--- config.mk ---
export PLATFORM = sky130hd
export DESIGN_NAME = tempSensCtrl
export DESIGN_NICKNAME = d
export VERILOG_FILES = /design/src/hdl/tempSensPkg.sv /design/src/hdl/phaseSequencer.sv /design/src/hdl/switchSequencer.sv /design/src/hdl/conversionCounter.sv /design/src/hdl/tempSensCtrl.sv
export VERILOG_INCLUDE_DIRS = /design/src /design/src/hdl
export SDC_FILE = /design/constraint.sdc
export NUM_CORES = 1
export LEC_CHECK = 0
export ABC_AREA = 0
export BUFFER_PORTS_ARGS = -buffer_cell sky130_fd_sc_hd__buf_4
export CAP_MARGIN = 5
export CORE_ASPECT_RATIO = 1.2
export CORE_MARGIN = 2
export CORE_UTILIZATION = 41
export DETAILED_ROUTE_END_ITERATION = 16
export PLACE_DENSITY = 0.68
export SLEW_MARGIN = 20
export SYNTH_ARGS = -nofsm -noshare
export SYNTH_HDL_FRONTEND = slang
export SYNTH_SLANG_ARGS = --single-unit
--- constraint.sdc ---
create_clock -name clk -period 2.8 [get_ports clk]
set_clock_uncertainty 0.05 [all_clocks]
set_input_delay 0.14 -clock clk [delete_from_list [all_inputs] [get_ports clk]]
set_output_delay 0.14 -clock clk [all_outputs]
set_load 0.1 [all_outputs]
--- src/hdl/tempSens_consts.svh ---
`ifndef TEMPSENS_CONSTS_SVH
`define TEMPSENS_CONSTS_SVH

// Analog front end charge time after reset
`define PRECHARGE_CYCLES 16

// Switch step lengths in clk cycles
`define DIODE_CYCLES 8
`define BIGDIODE_MAX 8
`define CHARGE_CYCLES 6

// Chop cycles per phase
`define BANDGAP_CHOPS 4
`define PTAT_CHOPS 4

// Conversion window and power-down time
`define TEMPSENS_CYCLES 200
`define SLEEP_CYCLES 32

// Result width, count saturates at all ones
`define COUNT_WIDTH 8

`endif

--- src/hdl/tempSensPkg.sv ---
`default_nettype none

package tempSensPkg;

    // Measurement phases, in loop order
    typedef enum logic [2:0] {
        PRECHARGE,
        BANDGAP,
        PTAT,
        TEMPSENS,
        SLEEP
    } phase_t;

    // Switch steps within a chop cycle
    typedef enum logic [2:0] {
        BLANK,
        DIODE,
        BIGDIODE,
        HCHARGE,
        LCHARGE,
        OUTPUT
    } step_t;

endpackage

`default_nettype wire

--- src/hdl/phaseSequencer.sv ---
`default_nettype none

`include "tempSens_consts.svh"

module phaseSequencer
    import tempSensPkg::*;
(
    input  wire    clk,
    input  wire    reset,
    input  wire    chopDone,
    output phase_t phase,
    output logic   pwrUp,
    output logic   preChrg,
    output logic   sBgCtrl,
    output logic   sPtatCtrl,
    output logic   sBg2Cmp,
    output logic   sRdisconN,
    output logic   sCap2Cmp,
    output logic   sRef2Cmp,
    output logic   sCapRst,
    output logic   sPtatOut
);

    // Cycle count in timed phases, chop count in chopped phases
    logic [7:0] cnt;

    always_ff @(posedge clk or posedge reset) begin
        if (reset) begin
            phase <= PRECHARGE;
            cnt   <= '0;
        end else begin
            case (phase)
                PRECHARGE: begin
                    // Outputs trail phase by one cycle, so end a count early
                    if (cnt == 8'(`PRECHARGE_CYCLES - 2)) begin
                        phase <= BANDGAP;
                        cnt   <= '0;
                    end else begin
                        cnt <= cnt + 8'd1;
                    end
                end
                BANDGAP: begin
                    if (chopDone) begin
                        if (cnt == 8'(`BANDGAP_CHOPS - 1)) begin
                            phase <= PTAT;
                            cnt   <= '0;
                        end else begin
                            cnt <= cnt + 8'd1;
                        end
                    end
                end
                PTAT: begin
                    if (chopDone) begin
                        if (cnt == 8'(`PTAT_CHOPS - 1)) begin
                            phase <= TEMPSENS;
                            cnt   <= '0;
                        end else begin
                            cnt <= cnt + 8'd1;
                        end
                    end
                end
                TEMPSENS: begin
                    if (cnt == 8'(`TEMPSENS_CYCLES - 1)) begin
                        phase <= SLEEP;
                        cnt   <= '0;
                    end else begin
                        cnt <= cnt + 8'd1;
                    end
                end
                SLEEP: begin
                    if (cnt == 8'(`SLEEP_CYCLES - 1)) begin
                        phase <= BANDGAP;
                        cnt   <= '0;
                    end else begin
                        cnt <= cnt + 8'd1;
                    end
                end
                default: begin
                    phase <= PRECHARGE;
                    cnt   <= '0;
                end
            endcase
        end
    end

    // Bias and routing levels per phase
    always_ff @(posedge clk or posedge reset) begin
        if (reset) begin
            pwrUp     <= 1'b1;
            preChrg   <= 1'b1;
            sBgCtrl   <= 1'b1;
            sPtatCtrl <= 1'b0;
            sBg2Cmp   <= 1'b0;
            sRdisconN <= 1'b1;
            sCap2Cmp  <= 1'b0;
            sRef2Cmp  <= 1'b0;
            sCapRst   <= 1'b1;
            sPtatOut  <= 1'b0;
        end else begin
            pwrUp     <= 1'b1;
            preChrg   <= 1'b0;
            sBgCtrl   <= 1'b0;
            sPtatCtrl <= 1'b0;
            sBg2Cmp   <= 1'b0;
            sRdisconN <= 1'b0;
            sCap2Cmp  <= 1'b0;
            sRef2Cmp  <= 1'b0;
            sCapRst   <= 1'b1;
            sPtatOut  <= 1'b0;
            case (phase)
                PRECHARGE: begin
                    preChrg   <= 1'b1;
                    sBgCtrl   <= 1'b1;
                    sRdisconN <= 1'b1;
                end
                BANDGAP: begin
                    sBgCtrl   <= 1'b1;
                    sRdisconN <= 1'b1;
                    sBg2Cmp   <= 1'b1;
                end
                PTAT: begin
                    sPtatCtrl <= 1'b1;
                    sBg2Cmp   <= 1'b1;
                end
                TEMPSENS: begin
                    sPtatCtrl <= 1'b1;
                    sCap2Cmp  <= 1'b1;
                    sRef2Cmp  <= 1'b1;
                    sCapRst   <= 1'b0;
                    sPtatOut  <= 1'b1;
                end
                SLEEP: begin
                    pwrUp     <= 1'b0;
                    sRdisconN <= 1'b1;
                end
                default: begin
                    preChrg <= 1'b1;
                end
            endcase
        end
    end

endmodule

`default_nettype wire

--- src/hdl/switchSequencer.sv ---
`default_nettype none

`include "tempSens_consts.svh"

module switchSequencer
    import tempSensPkg::*;
(
    input  wire         clk,
    input  wire         reset,
    input  wire         cmp,
    input  wire phase_t phase,
    output logic        chopDone,
    output logic        cmpRise,
    output logic        pi1,
    output logic        pi2,
    output logic        pii1,
    output logic        pii2,
    output logic        pa,
    output logic        pb,
    output logic        pc,
    output logic        pd,
    output logic        srcN,
    output logic        snk,
    output logic        cmpP1,
    output logic        cmpP2
);

    step_t      step;
    step_t      pendStep;
    step_t      upcoming;
    logic [2:0] seqIdx;
    logic [2:0] lastIdx;
    logic [3:0] stepCnt;
    logic       stepDone;
    logic       cmpMeta;
    logic       cmpS;
    logic       cmpDly;
    logic       cmpRef;

    // Chop cycle contents per phase
    function automatic step_t seqStep(input phase_t ph, input logic [2:0] idx);
        step_t s;
        s = BLANK;
        if (ph == BANDGAP) begin
            case (idx)
                3'd0: s = HCHARGE;
                3'd1: s = BIGDIODE;
                3'd2: s = DIODE;
                3'd3: s = LCHARGE;
                3'd4: s = BIGDIODE;
                3'd5: s = DIODE;
                3'd6: s = OUTPUT;
                default: s = BLANK;
            endcase
        end else if (ph == PTAT) begin
            s = (idx == 3'd0) ? BIGDIODE : DIODE;
        end
        return s;
    endfunction

    always_ff @(posedge clk or posedge reset) begin
        if (reset) begin
            cmpMeta <= 1'b0;
            cmpS    <= 1'b0;
            cmpDly  <= 1'b0;
        end else begin
            cmpMeta <= cmp;
            cmpS    <= cmpMeta;
            cmpDly  <= cmpS;
        end
    end

    assign cmpRise = cmpS & ~cmpDly;

    // A new chop picks its first step from the phase it starts in
    assign upcoming = (seqIdx == 3'd0) ? seqStep(phase, 3'd0) : pendStep;
    assign lastIdx  = (phase == BANDGAP) ? 3'd6 : 3'd1;

    always_comb begin
        case (step)
            DIODE:    stepDone = (stepCnt == 4'(`DIODE_CYCLES - 1));
            HCHARGE,
            LCHARGE:  stepDone = (stepCnt == 4'(`CHARGE_CYCLES - 1));
            BIGDIODE: stepDone = (stepCnt >= 4'd1 && cmpS != cmpRef) ||
                                 (stepCnt == 4'(`BIGDIODE_MAX - 1));
            OUTPUT:   stepDone = 1'b1;
            default:  stepDone = 1'b0;
        endcase
    end

    assign chopDone = stepDone && (seqIdx == lastIdx);

    always_ff @(posedge clk or posedge reset) begin
        if (reset) begin
            step     <= BLANK;
            pendStep <= BLANK;
            seqIdx   <= '0;
            stepCnt  <= '0;
            cmpRef   <= 1'b0;
        end else if (phase != BANDGAP && phase != PTAT) begin
            step    <= BLANK;
            seqIdx  <= '0;
            stepCnt <= '0;
        end else if (step == BLANK) begin
            step    <= upcoming;
            stepCnt <= '0;
            if (upcoming == BIGDIODE) begin
                cmpRef <= cmpS;
            end
        end else if (stepDone) begin
            step    <= BLANK;
            stepCnt <= '0;
            if (seqIdx == lastIdx) begin
                seqIdx <= '0;
            end else begin
                seqIdx   <= seqIdx + 3'd1;
                pendStep <= seqStep(phase, seqIdx + 3'd1);
            end
        end else begin
            stepCnt <= stepCnt + 4'd1;
        end
    end

    // Chopping flips per diode step, per comparator edge in the window
    always_ff @(posedge clk or posedge reset) begin
        if (reset) begin
            cmpP1 <= 1'b1;
        end else if (phase == TEMPSENS) begin
            if (cmpRise) begin
                cmpP1 <= ~cmpP1;
            end
        end else if (step == DIODE && stepDone) begin
            cmpP1 <= ~cmpP1;
        end
    end

    assign cmpP2 = ~cmpP1;

    // Diode pre-select during the blank ahead of each diode step
    assign pi1  = (step == BLANK) && (upcoming == BIGDIODE);
    assign pii1 = (step == BLANK) && (upcoming == DIODE);
    assign pi2  = (step == BIGDIODE);
    assign pii2 = (step == DIODE);

    assign pa = (step == HCHARGE) || (step == LCHARGE);
    assign pb = (step == HCHARGE) || (step == OUTPUT);
    assign pc = (step == LCHARGE) || (step == OUTPUT);
    assign pd = (step == OUTPUT);

    // Current steering while comparator still agrees with its start value
    assign srcN = (step == BIGDIODE) && (cmpS == cmpRef) && cmpS;
    assign snk  = (step == BIGDIODE) && (cmpS == cmpRef) && !cmpS;

endmodule

`default_nettype wire

--- src/hdl/conversionCounter.sv ---
`default_nettype none

`include "tempSens_consts.svh"

module conversionCounter
    import tempSensPkg::*;
(
    input  wire                      clk,
    input  wire                      reset,
    input  wire phase_t              phase,
    input  wire                      cmpRise,
    output logic [`COUNT_WIDTH-1:0]  tmpCount,
    output logic                     valid
);

    localparam logic [`COUNT_WIDTH-1:0] COUNT_MAX = {`COUNT_WIDTH{1'b1}};

    logic [`COUNT_WIDTH-1:0] count;
    logic                    wasTemp;

    always_ff @(posedge clk or posedge reset) begin
        if (reset) begin
            count    <= '0;
            wasTemp  <= 1'b0;
            tmpCount <= '0;
            valid    <= 1'b0;
        end else begin
            wasTemp <= (phase == TEMPSENS);
            valid   <= 1'b0;
            if (phase == TEMPSENS) begin
                if (!wasTemp) begin
                    // First window cycle restarts the count
                    count <= cmpRise ? `COUNT_WIDTH'(1) : '0;
                end else if (cmpRise && count != COUNT_MAX) begin
                    count <= count + `COUNT_WIDTH'(1);
                end
            end else if (wasTemp) begin
                tmpCount <= count;
                valid    <= 1'b1;
            end
        end
    end

endmodule

`default_nettype wire

--- src/hdl/tempSensCtrl.sv ---
`default_nettype none

`include "tempSens_consts.svh"

module tempSensCtrl
    import tempSensPkg::*;
(
    input  wire                      clk,
    input  wire                      reset,
    input  wire                      cmp,
    output logic                     pwrUp,
    output logic                     preChrg,
    output logic                     sBgCtrl,
    output logic                     sPtatCtrl,
    output logic                     sBg2Cmp,
    output logic                     sRdisconN,
    output logic                     sCap2Cmp,
    output logic                     sRef2Cmp,
    output logic                     sCapRst,
    output logic                     sPtatOut,
    output logic                     pi1,
    output logic                     pi2,
    output logic                     pii1,
    output logic                     pii2,
    output logic                     pa,
    output logic                     pb,
    output logic                     pc,
    output logic                     pd,
    output logic                     srcN,
    output logic                     snk,
    output logic                     cmpP1,
    output logic                     cmpP2,
    output logic [`COUNT_WIDTH-1:0]  tmpCount,
    output logic                     valid
);

    phase_t phase;
    logic   chopDone;
    logic   cmpRise;

    phaseSequencer phaseSequencer_inst (
        .clk       (clk),
        .reset     (reset),
        .chopDone  (chopDone),
        .phase     (phase),
        .pwrUp     (pwrUp),
        .preChrg   (preChrg),
        .sBgCtrl   (sBgCtrl),
        .sPtatCtrl (sPtatCtrl),
        .sBg2Cmp   (sBg2Cmp),
        .sRdisconN (sRdisconN),
        .sCap2Cmp  (sCap2Cmp),
        .sRef2Cmp  (sRef2Cmp),
        .sCapRst   (sCapRst),
        .sPtatOut  (sPtatOut)
    );

    switchSequencer switchSequencer_inst (
        .clk      (clk),
        .reset    (reset),
        .cmp      (cmp),
        .phase    (phase),
        .chopDone (chopDone),
        .cmpRise  (cmpRise),
        .pi1      (pi1),
        .pi2      (pi2),
        .pii1     (pii1),
        .pii2     (pii2),
        .pa       (pa),
        .pb       (pb),
        .pc       (pc),
        .pd       (pd),
        .srcN     (srcN),
        .snk      (snk),
        .cmpP1    (cmpP1),
        .cmpP2    (cmpP2)
    );

    conversionCounter conversionCounter_inst (
        .clk      (clk),
        .reset    (reset),
        .phase    (phase),
        .cmpRise  (cmpRise),
        .tmpCount (tmpCount),
        .valid    (valid)
    );

endmodule

`default_nettype wire

==> run_results.csv, run 1 <==
group,metric,value,unit
drt,drtIter0Drc,100,
global_route,overflow,0,
synthesis,synth_edf_count,0,
worst_setup_path,crit_required,2.95,ns
global_route,grt_start_max_net_pins,42,
finish,final_cell_mix,"48 x dfrtp_1, 39 x buf_4, 30 x nand2_1, 20 x inv_1, 17 x nor2_1",
synthesis,synth_top_area_share,40.8,%
synthesis,synthCells,287,
worst_setup_path,start_kind,"flip-flop",
worst_setup_path,worstPathArrival,2.49,ns
worst_setup_path,timing.rr.end,"phaseSequencer_inst.phase[1]",
clock_tree,clock_sinks,54,
worst_hold_path,hold_class,"primary input to async pin",
sta,min_period,2.34,ns
synthesis,synthArstFlopShare,100,%
finish,syn_to_final_growth,15.0,%
drt,drtAntennaViolNets,0,
global_route,grt_pass1_vias,2177,
synthesis,yosys-top-cells-area,"dfrtp_1 41%, dfstp_2 5.4%, ha_1 5.1%",
clock_tree,clockRootBuffer,"clkbuf_8",
place,post-place-ws,0.499,ns
floorplan,dieWidth,81.4,µm
finish,finalNetCount,337,
global_route,antenna_found_initial,0,
sta,slew_headroom,64.5,%
power,p_switching,1.24,mW
synthesis,syn_area,2940,µm²
power,sequentialPowerShare,38.3,%
floorplan,initial_utilization,42.7,%
synthesis,syn_nets,302,
sta,grt_setup_unrepaired,"false",
power,swShare,45.6,%
clock_tree,clock_latency,0.32,ns
clock_tree,cts_tree,"built",
drt,wl_per_cell,15.0,µm
power,max-vdd-ir-drop,0.000534,V
job,drv_cap,0,
finish,finish.cell_count_without_fillers,410,
global_route,grt_pass1_wl,10400,µm
finish,diodes,0,
floorplan,dieArea,7880,µm²
place,hpwl,4430,µm
synthesis,yosys.area.top_type,"dfrtp_1",
run_status,status,"finished clean",
clock_tree,cts.path.max_buffers,2,
worst_setup_path,startpoint,"phaseSequencer_inst.cnt[1]",
power,p_leak,1.59,nW
place,gp_congestion,0.861,
drt,drc,0,
place,place_inst,400,
sta,worst_slack,0.455,ns
drt,vias,2207,
place,place.port_buffers,33,
synthesis,syn_avg_cell_area,10.3,µm²
finish,mostFrequentLayoutCell,"dfrtp_1",
floorplan,num_rows,33,
worst_setup_path,slowest_delay,0.42,ns
worst_setup_path,endpoint_kind,"flip-flop",
synthesis,synth-seq-area-share,46.2,%
worst_setup_path,reg2reg_depth,7,
floorplan,core,6900,µm²
synthesis,ys_ff_latch,54,
drt,viasPerCell,5.38,
sta,fin_crit_sh,83.7,%
synthesis,synth_ff_type,"dfrtp_1",
power,combPwrFrac,44.8,%
worst_setup_path,path_cells,"ha_1, nor4b_2, a32oi_1, o22ai_2, o221ai_4, nor3_4, mux2_1",
worst_setup_path,crit_buf_inv,0,
finish,drive_gt1_share,26.6,%
drt,totalWireLength,6160,µm
worst_setup_path,worstReg2RegStart,"phaseSequencer_inst.cnt[1]",
sta,worst_pin_slew,0.532,ns
floorplan,pin_count,34,
clock_tree,htree_num_levels,2,
worst_setup_path,crit_path_top_delay_cell,"dfrtp_1",
sta,max_freq,427,MHz
worst_setup_path,cp_max_fo,7,
clock_tree,cts_buffers,5,
worst_setup_path,crit_type,"flip-flop to flip-flop",
sta,finalSetupViolations,0,
power,internal_power,1.48,mW
drt,drt_first_pass_iters,4,
sta,hold_violations,0,
synthesis,yosysUniqueCellTypes,66,
global_route,grt_usage,16.6,%
worst_setup_path,crit_family,"simple AND/OR/NAND/NOR gates",
clock_tree,cts.clk_slew.worst_paths,0.11,ns
power,p_per_area,802,nW/µm²
worst_setup_path,rrSetupSlack,0.46,ns
sta,final_max_slew_viol_count,0,
power,p_clk_share,16.9,%
floorplan,die_h,96.8,µm
synthesis,yosys_warnings,0,
clock_tree,cts_resized,0,
[kinds of logic (layout without fill, tap and decap cells)]
family	count (synthesis)	after routing	synth area share, %
AND/OR/NAND/NOR	101	101	18.6
flip-flops	54	54	46.2
adder cells (fa/ha/maj)	12	12	5.10
multiplexers	16	16	6.37
AO/OA/AOI/OAI	59	59	15.4
buffers and inverters	38	74	6.29
XOR/XNOR	7	7	2.08
[synth_stat cells (2+ instances only)]
library cell / number
xnor2_1: 3
buf_4: 6
nor2_1: 17
dfstp_2: 6
a31oi_1: 3
a22o_1: 3
mux2_1: 3
a21oi_1: 7
o221ai_1: 3
a32o_1: 3
a32oi_1: 2
nand3b_1: 2
buf_6: 2
o22ai_1: 2
buf_2: 4
and3_1: 2
mux2i_1: 3
mux2_4: 3
inv_2: 4
nand3_1: 13
dfrtp_1: 48
nand2b_1: 4
or3_1: 4
nand4_1: 5
ha_1: 12
o21ai_0: 17
inv_1: 21
nor2b_1: 4
mux2_2: 7
nor3_1: 6
nand2_1: 30
xor2_1: 4
[how the worst max path moves through the flow]
stage	cells past startpoint	endpoint	slack (ns)
2_1_floorplan	8	switchSequencer_inst.cmpRef	-0.08
3_3_place_gp	6	switchSequencer_inst.pendStep[0]	0.55
3_5_place_dp	7	switchSequencer_inst.pendStep[1]	0.50
4_1_cts	7	phaseSequencer_inst.phase[1]	0.47
5_1_grt	7	phaseSequencer_inst.phase[1]	0.30
6_report	7	phaseSequencer_inst.phase[1]	0.46
[state kept, by name, summed over array words and instances (netlist names), 3 cells and up]
signal	cells
conversionCounter_inst.tmpCount	8
switchSequencer_inst.seqIdx	3
switchSequencer_inst.pendStep	3
switchSequencer_inst.stepCnt	4
phaseSequencer_inst.cnt	8
switchSequencer_inst.step	3
phaseSequencer_inst.phase	3
conversionCounter_inst.count	8
[tightest hold or removal path: cells and delay by family]
kind | cells | cell delay [ns]
buf+inv | 3 | 0.91
[power by group through the flow]
stage | sequential, mW | combinational, mW | clock (mW)
finish | 1.04 | 1.21 | 0.459
global placement | 1.04 | 1.20 | 0
CTS | 1.04 | 1.23 | 0.477
detailed placement | 1.05 | 1.22 | 0
floorplan | 1.00 | 1.06 | 0
global route | 1.06 | 1.32 | 0.510
[stage by stage]
stage               setup TNS [ns]  hold WS, ns  utilization [%]  cell area (µm²)  power (mW)
floorplan                  -0.0757        0.121                -             2960        2.06
global placement                 0       0.0544             47.5             3270        2.24
detailed placement               0       0.0612             47.5             3270        2.27
CTS                              0        0.265             49.1             3390        2.74
global route                     0        0.294             49.1             3390        2.89
finish                           0        0.278             49.1             3390        2.71
[routing by layer]
metal	vias up	routed length, µm	global-route usage [%]
li1	1086	-	-
met4	0	93	6.39
met3	5	187	2.33
met5	-	0	0
met1	1072	2800	21.4
met2	44	3080	27.4
[timing repair]
action	in CTS	in global routing
hold endpoints to repair	14	0
buffers inserted	0	0
hold buffers	2	0
[area by class of cell]
| type | count | area [µm²] |
|---|---|---|
| Tap cell | 87 | 109 |
| Clock buffer | 5 | 68.8 |
| Timing Repair Buffer | 41 | 313 |
| Multi-Input combinational cell | 195 | 1420 |
| Inverter | 25 | 93.8 |
| Fill cell | 644 | 3510 |
| Sequential cell | 54 | 1360 |
| Clock inverter | 3 | 25.0 |
Power figures use the tool's default switching activity.
==> inputs of run 2 (changes only) <==
--- a/config.mk
+++ b/config.mk
@@ -6,14 +6,14 @@
 export SDC_FILE = /design/constraint.sdc
 export NUM_CORES = 1
 export LEC_CHECK = 0
-export ABC_AREA = 0
+export ABC_AREA = 1
 export BUFFER_PORTS_ARGS = -buffer_cell sky130_fd_sc_hd__buf_4
 export CAP_MARGIN = 5
 export CORE_ASPECT_RATIO = 1.2
 export CORE_MARGIN = 2
 export CORE_UTILIZATION = 41
 export DETAILED_ROUTE_END_ITERATION = 16
-export PLACE_DENSITY = 0.68
+export PLACE_DENSITY = 0.7
 export SLEW_MARGIN = 20
 export SYNTH_ARGS = -nofsm -noshare
 export SYNTH_HDL_FRONTEND = slang
==> constraint.sdc (replaced) <==
create_clock -name clk -period 2 [get_ports clk]
set_clock_uncertainty 0.05 [all_clocks]
set_input_delay 0.1 -clock clk [delete_from_list [all_inputs] [get_ports clk]]
set_output_delay 0.1 -clock clk [all_outputs]
set_load 0.1 [all_outputs]
==> run_results.csv, run 2 <==
group,metric,value,unit
run_status,status,"finished with violations",
run_status,violations,"negative setup slack",
clock_tree,cts_tree,"built",
clock_tree,clock_latency,0.32,ns
synthesis,synth-seq-area-share,44.1,%
clock_tree,cts.path.max_buffers,2,
floorplan,die_h,98.9,µm
sta,worst_slack,-0.00642,ns
sta,min_period,2.01,ns
drt,wl_per_cell,12.6,µm
clock_tree,cts_buffers,5,
floorplan,pin_count,34,
power,p_per_area,1100,nW/µm²
synthesis,syn_area,3080,µm²
floorplan,core,7270,µm²
clock_tree,htree_num_levels,2,
sta,final_max_slew_viol_count,0,
place,hpwl,5030,µm
global_route,grt_pass1_vias,2472,
floorplan,num_rows,34,
synthesis,synthCells,390,
finish,syn_to_final_growth,22.3,%
floorplan,dieWidth,83.1,µm
global_route,antenna_found_initial,0,
power,p_leak,1.91,nW
sta,slew_headroom,66.7,%
worst_setup_path,endpoint_kind,"output port",
synthesis,synth_edf_count,0,
drt,drtIter0Drc,170,
drt,drtAntennaViolNets,0,
sta,hold_ws,0.310,ns
place,place.port_buffers,33,
floorplan,dieArea,8220,µm²
clock_tree,clock_sinks,54,
global_route,grt_pass1_wl,11300,µm
worst_hold_path,hold_class,"primary input to async pin",
job,drv_cap,0,
synthesis,ys_top_cells_by_count,"96 x nand2_1, 48 x dfrtp_1, 45 x inv_1",
clock_tree,cts.clk_slew.worst_paths,0.10,ns
synthesis,syn_nets,405,
synthesis,yosys.area.top_type,"dfrtp_1",
worst_setup_path,slowest_delay,0.40,ns
floorplan,initial_utilization,42.3,%
sta,max_freq,498,MHz
synthesis,synth_most_common_cell,"nand2_1",
worst_setup_path,cp_max_fo,4,
worst_setup_path,cp_common_cell,"inv_2",
drt,viasPerCell,5.05,
finish,final_cell_mix,"92 x nand2_1, 47 x buf_4, 45 x dfrtp_1, 41 x inv_1, 37 x nand3_1",
synthesis,synth_top_area_share,39.0,%
sta,grt_setup_unrepaired,"true",
worst_setup_path,start_kind,"flip-flop",
global_route,overflow,0,
finish,finalNetCount,458,
worst_setup_path,crit_path_top_delay_cell,"dfrtp_1",
finish,post-route-util,51.8,%
place,post-place-ws,0.136,ns
sta,worst_pin_slew,0.496,ns
worst_setup_path,worstPathArrival,1.86,ns
finish,drive_gt1_share,26.6,%
place,gp_congestion,0.879,
worst_setup_path,path_cells,"inv_2, ha_4, nand2_4, inv_4, or2_4, o21ai_4, inv_2, nor3_4, buf_12",
global_route,grt_usage,17.0,%
drt,drt_first_pass_iters,4,
drt,drc,0,
sta,finalSetupViolations,1,
sta,fin_tns_setup,-0.00642,ns
global_route,grt_start_max_net_pins,35,
worst_setup_path,crit_type,"flip-flop to output port",
finish,largest_registers,"conversionCounter_inst.count (8), conversionCounter_inst.tmpCount (8), phaseSequencer_inst.cnt (8)",
synthesis,yosysUniqueCellTypes,38,
power,p_total,4.12,mW
synthesis,ys_ff_latch,54,
worst_setup_path,crit_required,1.85,ns
drt,vias,2696,
finish,finalInstanceArea,3760,µm²
finish,mostFrequentLayoutCell,"nand2_1",
drt,totalWireLength,6750,µm
synthesis,yosys-top-cells-area,"dfrtp_1 39%, nand2_1 12%, nand3_1 6.0%",
finish,diodes,0,
finish,finish.cell_count_without_fillers,534,
synthesis,yosys_warnings,0,
clock_tree,clockRootBuffer,"clkbuf_8",
sta,fin_crit_sh,100,%
power,max-vdd-ir-drop,0.000857,V
place,place_inst,513,
synthesis,synth_ff_type,"dfrtp_1",
synthesis,syn_avg_cell_area,7.90,µm²
sta,hold_violations,0,
synthesis,synthArstFlopShare,100,%
place,post_dp_cell_area,3520,µm²
run 2: layout make-up:
type                       instances  area (µm²)
fill                             690        3510
multi-input combinational        271        1540
sequential                        54        1360
timing repair buffer              52         433
inverter                          59         229
tap                               90         113
clock buffer                       5        68.8
clock inverter                     3        21.3
run 2: layer usage:
layer / global-route usage [%] / vias up / part of all wire [%] / wire length, µm
met4: 7.06 / 0 / 2.6 / 173
met5: 0 / - / 0 / 0
met2: 29.0 / 54 / 49 / 3340
met3: 3.02 / 11 / 3.3 / 220
li1: - / 1372 / - / -
met1: 21.3 / 1259 / 45 / 3020
run 2: logic make-up after synthesis:
logic type / Yosys count / synth area share (%)
adder cells (fa/ha/maj): 12 / 4.88
AO/OA/AOI/OAI: 50 / 9.10
buffers and inverters: 65 / 8.53
flip-flops: 54 / 44.1
AND/OR/NAND/NOR: 202 / 31.4
XOR/XNOR: 7 / 1.99
run 2: worst paths after layout:
check | from | end | slack (ns) | depth (start not counted)
hold reg to reg | switchSequencer_inst.cmpMeta | switchSequencer_inst.cmpS | 0.31 | 0
setup / recovery | switchSequencer_inst.seqIdx[1] | pii1 | -0.006 | 9
hold / removal | reset | phaseSequencer_inst.cnt[2] | 0.31 | 3
max in group asynchronous | reset | switchSequencer_inst.cmpP1 | 1.00 | 4
min in group clk | switchSequencer_inst.cmpMeta | switchSequencer_inst.cmpS | 0.31 | 0
setup reg to reg | switchSequencer_inst.stepCnt[0] | phaseSequencer_inst.cnt[6] | 0.12 | 9
run 2: critical path: cells and delay by family, from the launching register on:
family | cells | cell delay [ns]
simple gates | 3 | 0.52
compound gates | 1 | 0.07
flops | 1 | 0.40
fa+ha+maj | 1 | 0.17
buf+inv | 4 | 0.39
run 2: power breakdown:
group	total, mW	internal [mW]	switching, mW
clock network	0.623	0.247	0.376
logic	2.13	0.690	1.44
registers	1.38	1.24	0.135
total	4.12	2.18	1.95
run 2: repair_timing:
item                       CTS  global route
buffers inserted             3             8
hold endpoints to repair    16             0
pin swaps                    3             6
hold buffers                 2             0
gates resized for setup      9             6
setup endpoints to repair    2            11
==> inputs of run 3 (changes only) <==
--- a/config.mk
+++ b/config.mk
@@ -14,6 +14,7 @@
 export CORE_UTILIZATION = 41
 export DETAILED_ROUTE_END_ITERATION = 16
 export PLACE_DENSITY = 0.7
+export SETUP_SLACK_MARGIN = 0.2
 export SLEW_MARGIN = 20
 export SYNTH_ARGS = -nofsm -noshare
 export SYNTH_HDL_FRONTEND = slang
==> run_results.csv, run 3 (synthesis gave the netlist of run 2 again) <==
group,metric,value,unit
worst_setup_path,rrSetupSlack,0.16,ns
clock_tree,clock_sinks,54,
global_route,grt_pass1_vias,2549,
floorplan,num_rows,34,
power,p_per_area,1100,nW/µm²
sta,finalSetupViolations,0,
drt,viasPerCell,5.11,
place,post_dp_cell_area,3600,µm²
finish,finalInstanceArea,3960,µm²
floorplan,dieArea,8220,µm²
drt,drtIter0Drc,220,
finish,final_cell_mix,"89 x nand2_1, 57 x buf_4, 44 x dfrtp_1, 38 x inv_1, 33 x nand3_1",
sta,hold_ws,0.313,ns
finish,finalNetCount,470,
finish,drive_gt1_share,31.8,%
finish,post-route-util,54.5,%
power,p_leak,1.98,nW
global_route,overflow,0,
finish,multi_input_area,1630,µm²
floorplan,pin_count,34,
place,hpwl,5140,µm
sta,fin_crit_sh,95.7,%
clock_tree,htree_num_levels,2,
power,p_total,4.37,mW
worst_setup_path,crit_type,"flip-flop to output port",
floorplan,initial_utilization,42.3,%
sta,hold_violations,0,
worst_setup_path,cp_max_fo,3,
worst_hold_path,hold_class,"primary input to async pin",
job,drv_cap,0,
worst_setup_path,cp_common_cell,"inv_4",
worst_setup_path,worstReg2RegStart,"switchSequencer_inst.seqIdx[0]",
global_route,grt_start_max_net_pins,32,
sta,worst_pin_slew,0.523,ns
power,max-vdd-ir-drop,0.00146,V
worst_setup_path,timing.rr.end,"switchSequencer_inst.pendStep[1]",
clock_tree,clock_latency,0.32,ns
worst_setup_path,crit_required,1.85,ns
worst_setup_path,slowest_delay,0.41,ns
drt,drt_first_pass_iters,4,
clock_tree,cts.clk_slew.worst_paths,0.12,ns
global_route,antenna_found_initial,0,
worst_setup_path,reg2reg_depth,7,
sta,final_max_slew_viol_count,0,
global_route,grt_usage,17.5,%
floorplan,die_h,98.9,µm
drt,drtAntennaViolNets,0,
finish,syn_to_final_growth,28.7,%
global_route,grt_pass1_wl,11900,µm
drt,wl_per_cell,13.2,µm
finish,num-fill-cells,702,
worst_setup_path,path_cells,"inv_4, ha_4, nand2_4, inv_4, or2_4, o21ai_4, inv_2, nor3_4, buf_12",
worst_setup_path,endpoint_kind,"output port",
worst_setup_path,worstPathArrival,1.76,ns
worst_setup_path,crit_path_top_delay_cell,"dfrtp_2",
finish,mostFrequentLayoutCell,"nand2_1",
sta,fin_tns_setup,0,ns
worst_setup_path,start_kind,"flip-flop",
finish,seq_area,1360,µm²
clock_tree,cts_buffers,5,
clock_tree,clockRootBuffer,"clkbuf_8",
finish,largest_registers,"conversionCounter_inst.count (8), conversionCounter_inst.tmpCount (8), phaseSequencer_inst.cnt (8)",
floorplan,core,7270,µm²
drt,totalWireLength,7230,µm
sta,max_freq,522,MHz
run_status,status,"finished clean",
clock_tree,cts.path.max_buffers,2,
finish,diodes,0,
place,place.port_buffers,33,
place,gp_congestion,0.869,
drt,vias,2792,
sta,grt_setup_unrepaired,"true",
sta,slew_headroom,65.1,%
sta,min_period,1.91,ns
clock_tree,cts_tree,"built",
drt,drc,0,
floorplan,dieWidth,83.1,µm
-- run 3: cell types whose count changed in the layout (fill, tap and decap cells not counted), moves of 2 or more --
cell,change
buf_4,+10
nand3_1,-4
inv_1,-3
nand2_1,-3
nand3_2,+3
buf_6,+2
inv_4,+2
nand2_8,+2
-- run 3: what timing repair did --
| action | CTS | global route |
|---|---|---|
| resized for setup | 14 | 12 |
| pin swaps | 3 | 4 |
| hold buffers | 2 | 0 |
| setup buffers | 9 | 11 |
| endpoints found under the hold margin | 21 | 0 |
| setup endpoints to repair | 6 | 25 |
-- run 3: worst max-delay path, delay by kind of cell, from the launching register on --
kind                       cells  cell delay (ns)
and+or+nand+nor                3             0.45
DFF                            1             0.41
buffers and inverters          4             0.35
adders and majority gates      1             0.15
AOI/OAI and AO/OA              1             0.07
-- run 3: final cells by class --
cell class	count	area share, %
Multi-Input combinational cell	271	41.0
Timing Repair Buffer	64	13.4
Clock buffer	5	1.74
Sequential cell	54	34.4
Tap cell	90	2.84
Clock inverter	3	0.726
Inverter	59	5.90
-- run 3: worst max path at each step --
stage	from	endpoint	slack, ns
6_report	switchSequencer_inst.seqIdx[0]	pii1	0.09
5_1_grt	phaseSequencer_inst.phase[2]	pi1	0.005
4_1_cts	switchSequencer_inst.seqIdx[0]	pii1	0.11
3_5_place_dp	switchSequencer_inst.seqIdx[0]	pii1	0.20
3_3_place_gp	switchSequencer_inst.seqIdx[0]	pii1	0.20
2_1_floorplan	switchSequencer_inst.step[2]	snk	-0.08
-- run 3: power by group --
group | internal, mW | switching, mW | leakage (nW)
sequential | 1.24 | 0.138 | 0.693
clock | 0.260 | 0.396 | 0.0502
combinational | 0.807 | 1.53 | 1.24
-- run 3: metrics by stage --
stage	instances	worst slack [ns]
after floorplan	390	-0.0818
after global placement	516	0.202
after detailed placement	516	0.196
after CTS	535	0.109
after global routing	546	0.00544
final	546	0.0853
-- run 3: per-layer routing --
layer	part of all wire, %	wire [µm]	GRT usage (%)	vias to the layer above
met1	43	3120	22.1	1324
met2	52	3730	30.8	61
met4	1.6	117	5.17	0
li1	-	-	-	1398
met3	3.7	271	2.85	9
met5	0	0	0	-
